[config.mk]
export PLATFORM = sky130hd
export DESIGN_NAME = remainder_signed
export DESIGN_NICKNAME = d
export VERILOG_FILES = /design/src/remainder_pkg.sv /design/src/remainder_control.sv /design/src/divisor_shifter.sv /design/src/remainder_accumulator.sv /design/src/remainder_signed.sv
export VERILOG_INCLUDE_DIRS = /design/src /design/src/src
export SDC_FILE = /design/constraint.sdc
export NUM_CORES = 1
export LEC_CHECK = 0
export ABC_AREA = 0
export BUFFER_PORTS_ARGS = -buffer_cell sky130_fd_sc_hd__buf_2
export CORE_MARGIN = 3
export CORE_UTILIZATION = 33
export DETAILED_ROUTE_END_ITERATION = 7
export PLACE_DENSITY = 0.54
export SYNTH_ARGS = -nofsm -noshare
export SYNTH_HDL_FRONTEND = slang
export SYNTH_HIERARCHICAL = 1
export SYNTH_SLANG_ARGS = --single-unit
[constraint.sdc]
create_clock -name clock -period 7.49 [get_ports clock]
set_clock_uncertainty 0.15 [all_clocks]
set_input_delay 1.1235 -clock clock [delete_from_list [all_inputs] [get_ports clock]]
set_output_delay 1.1235 -clock clock [all_outputs]
set_load 0.05 [all_outputs]
[src/remainder_consts.svh]
/*
 * width and step-count macros for the signed remainder unit
 *   operand word width
 *   internal long width, one extra bit of range
 *   number of division steps and the step counter width
 */

`ifndef REMAINDER_CONSTS_SVH
`define REMAINDER_CONSTS_SVH

// operand and result width
`define REM_WORD_WIDTH 8

// one extra bit so the most negative dividend can reach zero
`define REM_LONG_WIDTH (`REM_WORD_WIDTH + 1)

// one division step per bit of the long width
`define REM_STEPS `REM_LONG_WIDTH

// counter runs from REM_STEPS-1 down to zero
`define REM_STEPS_WIDTH $clog2(`REM_STEPS)

`endif

[src/remainder_pkg.sv]
/*
 * shared types for the signed remainder unit
 *   word_t  signed operand and result word
 *   long_t  internal remainder, divisor and increment value
 *   step_t  division step counter
 *   state_t control FSM state
 */

`include "remainder_consts.svh"

package remainder_pkg;

    // signed operand at the top-level ports
    typedef logic signed [`REM_WORD_WIDTH-1:0] word_t;

    // internal values carry one extra bit of range
    typedef logic [`REM_LONG_WIDTH-1:0] long_t;

    // down-counter over the division steps
    typedef logic [`REM_STEPS_WIDTH-1:0] step_t;

    // LOAD -> CALC -> DONE -> LOAD
    // 2'b01 is never entered
    typedef enum logic [1:0] {
        LOAD = 2'b00,
        CALC = 2'b10,
        DONE = 2'b11
    } state_t;

endpackage

[src/remainder_control.sv]
/*
 * control path of the signed remainder unit
 *   LOAD/CALC/DONE state register
 *   step down-counter
 *   input and output handshake levels
 *   load, step and first_step strobes for the data path
 */

`include "remainder_consts.svh"

module remainder_control (
    input  logic clock,
    input  logic reset,
    input  logic input_valid,
    input  logic output_ready,
    output logic input_ready,
    output logic output_valid,
    output logic load,
    output logic step,
    output logic first_step
);

    remainder_pkg::state_t state;
    remainder_pkg::state_t state_next;
    remainder_pkg::step_t  count;

    logic last_step;
    logic output_transfer;

    // ready and valid come only from the state, never from each other
    assign input_ready  = (state == remainder_pkg::LOAD);
    assign output_valid = (state == remainder_pkg::DONE);

    // handshake events
    assign load            = input_ready && input_valid;
    assign output_transfer = output_valid && output_ready;

    // one division step per CALC cycle
    assign step = (state == remainder_pkg::CALC);

    // the counter starts high and ends at zero
    assign first_step = step && (count == remainder_pkg::step_t'(`REM_STEPS - 1));
    assign last_step  = step && (count == '0);

    // next state, the three events never overlap
    always_comb begin
        state_next = state;
        if (load) begin
            state_next = remainder_pkg::CALC;
        end else if (last_step) begin
            state_next = remainder_pkg::DONE;
        end else if (output_transfer) begin
            state_next = remainder_pkg::LOAD;
        end
    end

    always_ff @(posedge clock) begin
        if (reset) begin
            state <= remainder_pkg::LOAD;
        end else begin
            state <= state_next;
        end
    end

    // step counter
    // reloads on the input transfer, counts down while calculating
    always_ff @(posedge clock) begin
        if (reset) begin
            count <= '0;
        end else if (load) begin
            count <= remainder_pkg::step_t'(`REM_STEPS - 1);
        end else if (step) begin
            count <= count - 1'b1;
        end
    end

    // a result is never offered while new operands are being taken
    handshake_exclusive: assert property (
        @(posedge clock) disable iff (reset)
        !(input_ready && output_valid)
    );

    // the unused encoding must stay unreachable
    state_legal: assert property (
        @(posedge clock) disable iff (reset)
        state != 2'b01
    );

endmodule

[src/divisor_shifter.sv]
/*
 * divisor side of the signed remainder unit
 *   sign-extended divisor register, shifted right each step
 *   remainder increment built from the shifted-out divisor bits
 *   increment validity check
 *   divide-by-zero flag
 */

`include "remainder_consts.svh"

module divisor_shifter (
    input  logic                  clock,
    input  logic                  reset,
    input  remainder_pkg::word_t  divisor,
    input  logic                  load,
    input  logic                  step,
    input  logic                  first_step,
    output remainder_pkg::long_t  increment,
    output logic                  increment_valid,
    output logic                  divisor_sign,
    output logic                  divide_by_zero
);

    remainder_pkg::long_t divisor_long;
    remainder_pkg::long_t divisor_reg;
    remainder_pkg::long_t increment_reg;

    logic all_sign_bits;
    logic divisor_is_zero;

    // sign extension into the extra bit of range
    assign divisor_long = {divisor[`REM_WORD_WIDTH-1], divisor};

    // divisor and increment registers
    // the load already performs the first shift
    always_ff @(posedge clock) begin
        if (load) begin
            divisor_reg   <= {divisor_long[`REM_LONG_WIDTH-1],
                              divisor_long[`REM_LONG_WIDTH-1:1]};
            increment_reg <= {divisor_long[0], {`REM_WORD_WIDTH{1'b0}}};
        end else if (step) begin
            // arithmetic shift right, sign bit copied by hand
            divisor_reg   <= {divisor_reg[`REM_LONG_WIDTH-1],
                              divisor_reg[`REM_LONG_WIDTH-1:1]};
            // divisor lsb moves into the increment msb
            increment_reg <= {divisor_reg[0], increment_reg[`REM_LONG_WIDTH-1:1]};
        end
    end

    // sign of the divisor as loaded
    always_ff @(posedge clock) begin
        if (load) begin
            divisor_sign <= divisor_long[`REM_LONG_WIDTH-1];
        end
    end

    assign increment = increment_reg;

    // increment is meaningful only once every non-sign bit has left the divisor
    assign all_sign_bits = divisor_sign ? (divisor_reg == '1) : (divisor_reg == '0);

    // and once enough bits are in for its sign to match the divisor's
    assign increment_valid = all_sign_bits
                          && (increment_reg[`REM_LONG_WIDTH-1] == divisor_sign);

    // undo the load-time shift to see the original divisor
    assign divisor_is_zero =
        ({divisor_reg[`REM_WORD_WIDTH-1:0], increment_reg[`REM_LONG_WIDTH-1]} == '0);

    // sampled at the first step, held until the next division's first step
    always_ff @(posedge clock) begin
        if (reset) begin
            divide_by_zero <= 1'b0;
        end else if (first_step) begin
            divide_by_zero <= divisor_is_zero;
        end
    end

    // no load may arrive while the division steps are running
    sign_stable_in_calc: assert property (
        @(posedge clock) disable iff (reset)
        (step && !first_step) |-> $stable(divisor_sign)
    );

endmodule

[src/remainder_accumulator.sv]
/*
 * dividend side of the signed remainder unit
 *   remainder register, loaded with the sign-extended dividend
 *   single-cycle add or subtract of the increment
 *   rejection of steps that overflow or cross zero
 *   truncation back to word width
 */

`include "remainder_consts.svh"

module remainder_accumulator (
    input  logic                  clock,
    input  logic                  reset,
    input  remainder_pkg::word_t  dividend,
    input  logic                  load,
    input  logic                  step,
    input  remainder_pkg::long_t  increment,
    input  logic                  increment_valid,
    input  logic                  divisor_sign,
    output remainder_pkg::word_t  remainder
);

    remainder_pkg::long_t dividend_long;
    remainder_pkg::long_t remainder_reg;
    remainder_pkg::long_t operand_b;
    remainder_pkg::long_t sum;

    logic dividend_sign;
    logic subtract;
    logic overflow;
    logic sum_valid;
    logic accept;

    // sign extension into the extra bit of range
    assign dividend_long = {dividend[`REM_WORD_WIDTH-1], dividend};

    // matching signs means the increment points away from zero, so subtract
    assign subtract = (divisor_sign == dividend_sign);

    // subtraction as addition of the inverted operand plus one
    assign operand_b = subtract ? ~increment : increment;
    assign sum       = remainder_reg + operand_b + {{(`REM_LONG_WIDTH-1){1'b0}}, subtract};

    // signed overflow when equal-signed operands give a result of the other sign
    assign overflow = (remainder_reg[`REM_LONG_WIDTH-1] == operand_b[`REM_LONG_WIDTH-1])
                   && (sum[`REM_LONG_WIDTH-1] != remainder_reg[`REM_LONG_WIDTH-1]);

    // result stays on the dividend's side of zero, or lands on zero
    assign sum_valid = ((sum[`REM_LONG_WIDTH-1] == dividend_sign) && !overflow)
                    || (sum == '0);

    // a rejected step leaves the remainder alone
    assign accept = step && increment_valid && sum_valid;

    always_ff @(posedge clock) begin
        if (reset) begin
            remainder_reg <= '0;
            dividend_sign <= 1'b0;
        end else if (load) begin
            remainder_reg <= dividend_long;
            dividend_sign <= dividend_long[`REM_LONG_WIDTH-1];
        end else if (accept) begin
            remainder_reg <= sum;
        end
    end

    // magnitude is below the divisor's, so the extra bit is only sign
    assign remainder = remainder_reg[`REM_WORD_WIDTH-1:0];

    // the remainder only ever moves toward zero, never past it
    remainder_sign_kept: assert property (
        @(posedge clock) disable iff (reset)
        step |=> ((remainder_reg == '0)
              || (remainder_reg[`REM_LONG_WIDTH-1] == dividend_sign))
    );

endmodule

[src/remainder_signed.sv]
/*
 * signed integer remainder unit, top level
 *   control path FSM and step counter
 *   divisor shifter feeding the increment
 *   remainder accumulator holding the result
 */

module remainder_signed (
    input  logic                  clock,
    input  logic                  reset,
    input  logic                  input_valid,
    output logic                  input_ready,
    input  remainder_pkg::word_t  dividend,
    input  remainder_pkg::word_t  divisor,
    output logic                  output_valid,
    input  logic                  output_ready,
    output remainder_pkg::word_t  remainder,
    output logic                  divide_by_zero
);

    // strobes from the control path
    logic load;
    logic step;
    logic first_step;

    // operands from the shifter to the accumulator
    remainder_pkg::long_t increment;
    logic                 increment_valid;
    logic                 divisor_sign;

    remainder_control control (
        .clock        (clock),
        .reset        (reset),
        .input_valid  (input_valid),
        .output_ready (output_ready),
        .input_ready  (input_ready),
        .output_valid (output_valid),
        .load         (load),
        .step         (step),
        .first_step   (first_step)
    );

    divisor_shifter shifter (
        .clock           (clock),
        .reset           (reset),
        .divisor         (divisor),
        .load            (load),
        .step            (step),
        .first_step      (first_step),
        .increment       (increment),
        .increment_valid (increment_valid),
        .divisor_sign    (divisor_sign),
        .divide_by_zero  (divide_by_zero)
    );

    remainder_accumulator accumulator (
        .clock           (clock),
        .reset           (reset),
        .dividend        (dividend),
        .load            (load),
        .step            (step),
        .increment       (increment),
        .increment_valid (increment_valid),
        .divisor_sign    (divisor_sign),
        .remainder       (remainder)
    );

endmodule

==> impl_metrics.csv, run 1 <==
group,metric,value,unit
clock_network,h-tree-depth,2,
clock_network,cts_hold_buf,0,
synthesis,synth.top_cell.area_share,0.221,
die,die_w,88.8,um
placed_design,hpwl,3.60,mm
power,p_per_area,267,nW/um^2
sta,worstMarginPinSlew,0.864,ns
clock_network,root_buffer,"clkbuf_8",
synthesis,synth_edf_count,11,
min_path,hold_end,"shifter/divide_by_zero",
setup_path,cpMaxStageDelayCell,"edfxtp_1",
grt,grt_pass1_vias,1658,
sta,rsz0062_at_grt,"no",
grt,antenna_found_initial,0,
sta,slew_headroom,0.421,
synthesis,synth.avg_cell_area,9.49,sq um
sta,hold_viol,0,
grt,grt.busiest_layer,"met2",
synthesis,yosysUniqueCellTypes,51,
setup_path,r2r_cells,12,
setup_path,cp_max_fo,12,
setup_path,crit_buf_inv,0,
setup_path,required,7.53,ns
clock_network,post_cts_buffers,0,
setup_path,endpoint_kind,"flip-flop",
route,routed_via_density,5.11,
die,rows,29,
die,initial_utilization,0.348,
run,maxCapViolations,0,
route,wirelength,4.81,mm
placed_design,place_inst,331,
setup_path,startpoint_type,"flip-flop",
grt,grtUsageMet3,0.0326,
final_layout,area_growth_syn_to_layout,12.2,%
synthesis,yosysMostFrequentCell,"nor2_1",
synthesis,ys.flop_type,"dfxtp_1",
setup_path,r2r_end,"accumulator/remainder_reg[8]",
clock_network,clock_latency,0.28,ns
setup_path,cp_slowest_stage_delay,0.54,ns
synthesis,synthArstFlopShare,0,
clock_network,cts_tree,"yes",
grt,gr-total-overflow,0,
route,drtAntennaViolNets,0,
final_layout,fillers,671,
route,drt_iter0_markers,80,
route,drc,0,
die,die_height,88.8,um
setup_path,r2r-start,"shifter/divisor_sign",
die,ioPinCount,31,
sta,period_share,0.574,
grt,grt_max_degree,33,
synthesis,synthTopCellsByCount,"nor2_1, dfxtp_1, nand2_1",
setup_path,path_cells,"xor2_4 -> xnor2_1 -> ha_1 -> nand4_1 -> o2111ai_4 -> xor2_1 -> or4_1 -> a2111o_1 -> o21bai_1 -> o211ai_1 -> or3_1 -> a311oi_1",
placed_design,gp_congestion,0.789,
clock_network,numCtsBuffers,5,
power,total_power,0.677,mW
setup_path,cp_top_family,"compound AO/OA/AOI/OAI gates",
route,firstDrtPassIters,4,
placed_design,portBuffers,30,
synthesis,yosysTopAreaCell,"dfxtp_1",
synthesis,syn_area,2260,sq um
clock_network,path_clk_slew,0.08,ns
synthesis,ys_seq_elements,36,
final_layout,stdcell_count,339,
route,wl_per_cell,14.2,um
sta,setup_violations,0,
synthesis,yosysSeqAreaShare,0.368,
setup_path,criticalPathCategory,"reg2reg",
final_layout,antenna_cells,0,
grt,grt_util_met1,0.184,
clock_network,clockBufferDepth,2,
power,p_leak,1.01,nW
sta,setup-tns-final,0,ns
die,core,6490,sq um
run_status,outcome,"completed",
synthesis,synth_warnings,6,
clock_network,cts_sinks,36,
grt,use_met2,0.208,
setup_path,crit_arrival,4.34,ns
die,die_area,7880,sq um
power,ir_worst_vdd,0.0938,mV
sta,max_freq,233,MHz
sta,fin_crit,4.30,ns
grt,grt_usage,0.131,
sta,report.final.slew_viol_count,0,
min_path,hp-class,"reg2reg",
synthesis,synth_cells,238,
min_path,min-delay-start,"shifter/divide_by_zero",
synthesis,synthTopCellsByArea,"dfxtp_1, edfxtp_1, ha_1",
final_layout,nets,292,
synthesis,syn-num-nets,269,
clock_network,post_cts_resized,0,
grt,grt_pass1_wl,8.14,mm
route,vias,1733,
final_layout,drive_gt1_frac,0.198,
setup_path,r2r_slack,3.19,ns
min_path,whs_path_depth,2,
## per-stage QoR
step | worst slack (ns) | utilization | hold slack (ns) | cell area (sq um)
floorplan | 3.77 | - | 0.334 | 2260
global placement | 3.30 | 0.373 | 0.317 | 2420
detailed placement | 3.20 | 0.373 | 0.318 | 2420
CTS | 3.15 | 0.390 | 0.337 | 2530
global route | 2.84 | 0.390 | 0.393 | 2530
finish | 3.19 | 0.390 | 0.336 | 2530
## area by class of cell
class / instances / area [sq um] / share of cell area
multi-input combinational: 174 / 1290 / 0.509
clock buffer: 5 / 68.8 / 0.0271
timing repair buffer: 31 / 158 / 0.0622
inverter: 13 / 48.8 / 0.0192
sequential: 36 / 831 / 0.328
clock inverter: 3 / 42.5 / 0.0168
tap: 77 / 96.3 / 0.0380
## power by group
group          internal (mW)  leakage [nW]  switching [mW]
logic                 0.0989         0.638           0.143
registers              0.234         0.313          0.0313
clock network         0.0985        0.0541          0.0719
## routing by layer
layer / up-vias / wire (um)
met2: 33 / 2140
met3: 2 / 217
met4: 0 / 19
li1: 900 / -
met1: 798 / 2430
met5: - / 0
## cells by family (layout without fill, tap and decap cells)
kind of cell / Yosys count / after routing / synth area share
mux: 18 / 18 / 0.0831
simple gates: 79 / 79 / 0.176
fa+ha+maj: 11 / 11 / 0.0642
compound gates: 47 / 47 / 0.166
xor+xnor: 19 / 19 / 0.0820
flops: 36 / 36 / 0.368
buf+inv: 28 / 52 / 0.0615
## worst max-delay path by stage
| stage | startpoint | to | cells after the start | slack (ns) |
|---|---|---|---|---|
| 2_1_floorplan | shifter/divisor_sign | accumulator/remainder_reg[5] | 13 | 3.77 |
| 3_3_place_gp | shifter/divisor_sign | accumulator/remainder_reg[8] | 12 | 3.30 |
| 3_5_place_dp | shifter/divisor_sign | accumulator/remainder_reg[8] | 12 | 3.20 |
| 6_report | shifter/divisor_sign | accumulator/remainder_reg[8] | 12 | 3.19 |
| 4_1_cts | shifter/divisor_sign | accumulator/remainder_reg[8] | 12 | 3.15 |
| 5_1_grt | shifter/divisor_sign | accumulator/remainder_reg[8] | 12 | 2.84 |
## worst register-to-register path: cells and delay by family (launching register included)
kind | cells | cell delay [ns]
flops | 1 | 0.54
xor+xnor | 3 | 0.83
compound gates | 5 | 1.38
fa+ha+maj | 1 | 0.30
simple gates | 3 | 1.02
## cells in the final DEF (no fill, tap or decap), types with 3 or more instances in the layout
cell type	instances
dfxtp_1	25
nor2_1	29
xnor2_1	12
a221oi_1	3
nand3_1	5
nor3_1	5
ha_1	10
buf_2	30
a21oi_1	9
o21ai_0	7
and2_1	3
a211oi_1	5
nand3b_1	3
nand2_1	15
nand4_1	3
xor2_1	6
o211ai_1	4
mux2_2	6
edfxtp_1	11
mux2i_1	12
or3_1	4
inv_1	13
clkbuf_8	5
Power figures use the tool's default switching activity.
==> inputs of run 2 (changes only) <==
==> constraint.sdc (replaced) <==
create_clock -name clock -period 4.4 [get_ports clock]
set_clock_uncertainty 0.15 [all_clocks]
set_input_delay 0.66 -clock clock [delete_from_list [all_inputs] [get_ports clock]]
set_output_delay 0.66 -clock clock [all_outputs]
set_load 0.05 [all_outputs]
==> run 2 against run 1 <==
Net effect:
- register-to-register slack worse by 2.7 ns
- combinational power is 73% higher
- die area stayed put
- wire length is 1.9% lower
- core utilization is 0.096 points lower
- critical path depth is 1 higher
- global-route usage is 0.46 points lower
- worst hold slack better by 0.0019 ns
- non-clock buffer count is 3 higher
- count of clock-buffer cells in the layout stayed put
- total power is 61% higher
- via count is 2.8% higher
==> impl_metrics.csv, run 2 (synthesis gave the netlist of run 1 again) <==
group,metric,value,unit
setup_path,crit_arrival,3.87,ns
sta,setup_violations,0,
placed_design,portBuffers,30,
sta,max_freq,259,MHz
clock_network,root_buffer,"clkbuf_8",
clock_network,h-tree-depth,2,
run_status,outcome,"completed",
setup_path,cp_max_fo,7,
power,p_per_area,432,nW/um^2
clock_network,clock_latency,0.28,ns
die,die_height,88.8,um
sta,report.final.slew_viol_count,0,
power,ir_worst_vdd,0.167,mV
grt,antenna_found_initial,0,
sta,setup-tns-final,0,ns
route,drtAntennaViolNets,0,
setup_path,crit_buf_inv,1,
sta,rsz0062_at_grt,"no",
route,drc,0,
placed_design,hpwl,3.60,mm
setup_path,cpMaxStageDelayCell,"edfxtp_1",
power,p_leak,1.01,nW
final_layout,drive_gt1_frac,0.204,
die,initial_utilization,0.348,
clock_network,cts_hold_buf,0,
setup_path,r2r_cells,13,
die,ioPinCount,31,
setup_path,path_cells,"xor2_4 -> xnor2_1 -> ha_1 -> nand4_1 -> o2111ai_4 -> xor2_1 -> or4_1 -> a2111o_1 -> o21bai_1 -> o211ai_1 -> buf_4 -> a221oi_1 -> nor3_1",
die,die_area,7880,sq um
final_layout,stdcell_count,342,
clock_network,post_cts_resized,0,
clock_network,cts_tree,"yes",
clock_network,cts_sinks,36,
die,die_w,88.8,um
final_layout,regArea,831,sq um
setup_path,endpoint_kind,"flip-flop",
setup_path,cp_slowest_stage_delay,0.52,ns
setup_path,criticalPathCategory,"reg2reg",
final_layout,layout_commonest_cell,"buf_2",
setup_path,required,4.41,ns
sta,worstMarginPinSlew,0.654,ns
grt,gr-total-overflow,0,
setup_path,startpoint_type,"flip-flop",
route,wirelength,4.71,mm
sta,slew_headroom,0.558,
final_layout,nets,295,
sta,period_share,0.878,
placed_design,gp_congestion,0.816,
setup_path,cp.depth,13,
final_layout,antenna_cells,0,
run,maxCapViolations,0,
final_layout,multi_input_area,1290,sq um
grt,grt_usage,0.127,
route,drt_iter0_markers,65,
sta,fin_crit,3.86,ns
route,firstDrtPassIters,4,
min_path,whs_path_depth,2,
grt,grt_max_degree,32,
final_layout,mostFrequentLayoutCells,"buf_2, nor2_1, dfxtp_1, nand2_1, inv_1",
clock_network,post_cts_buffers,0,
final_layout,area_growth_syn_to_layout,11.9,%
die,core,6490,sq um
setup_path,cp_top_family,"compound AO/OA/AOI/OAI gates",
sta,hold_viol,0,
route,wl_per_cell,13.8,um
grt,grt_pass1_vias,1550,
route,routed_via_density,5.21,
clock_network,numCtsBuffers,5,
route,vias,1782,
clock_network,clockBufferDepth,2,
clock_network,path_clk_slew,0.07,ns
min_path,hp-class,"reg2reg",
final_layout,fillers,672,
placed_design,place_inst,334,
grt,grt_pass1_wl,7.74,mm
setup_path,r2r_slack,0.54,ns
die,rows,29,
==> run 2: routing by layer <==
| layer | part of all wire | vias to the layer above | track usage |
|---|---|---|---|
| met3 | 0.047 | 5 | 0.0326 |
| li1 | - | 909 | - |
| met5 | 0 | - | 0 |
| met4 | 0.011 | 0 | 0.0371 |
| met1 | 0.52 | 820 | 0.189 |
| met2 | 0.43 | 48 | 0.178 |
==> run 2: worst min-delay path, cell delays in order (launching register included) <==
cell and delay [ns]:
dfxtp_1 0.31, nand3b_1 0.08, o41ai_1 0.06
==> run 2: area by class of cell <==
type | instances | share of cell area
inverters | 13 | 0.0193
well taps | 77 | 0.0381
clock inverters | 3 | 0.00544
clock buffers | 5 | 0.0272
multi-input cells | 174 | 0.510
flip-flops and latches | 36 | 0.329
repair buffers | 34 | 0.0713
==> run 2: final timing paths <==
path | startpoint | to
setup / recovery | shifter/divisor_sign | accumulator/remainder_reg[5]
hold / removal | shifter/divide_by_zero | shifter/divide_by_zero
setup reg to reg | shifter/divisor_sign | accumulator/remainder_reg[5]
hold reg to reg | shifter/divide_by_zero | shifter/divide_by_zero
==> run 2: stage by stage <==
step	utilization	setup WS [ns]	total power [mW]	cell area (sq um)	hold slack, ns
floorplan	-	0.677	0.788	2260	0.334
global placement	0.377	0.581	0.875	2450	0.320
detailed placement	0.377	0.536	0.876	2450	0.320
CTS	0.389	0.527	1.10	2530	0.340
global route	0.389	0.243	1.17	2530	0.362
finish	0.389	0.535	1.09	2530	0.338
==> run 2: where the power goes <==
part | leakage (nW) | internal, mW | switching [mW]
Sequential | 0.313 | 0.398 | 0.0523
Clock | 0.0453 | 0.107 | 0.117
Combinational | 0.651 | 0.171 | 0.247
Total | 1.01 | 0.676 | 0.416
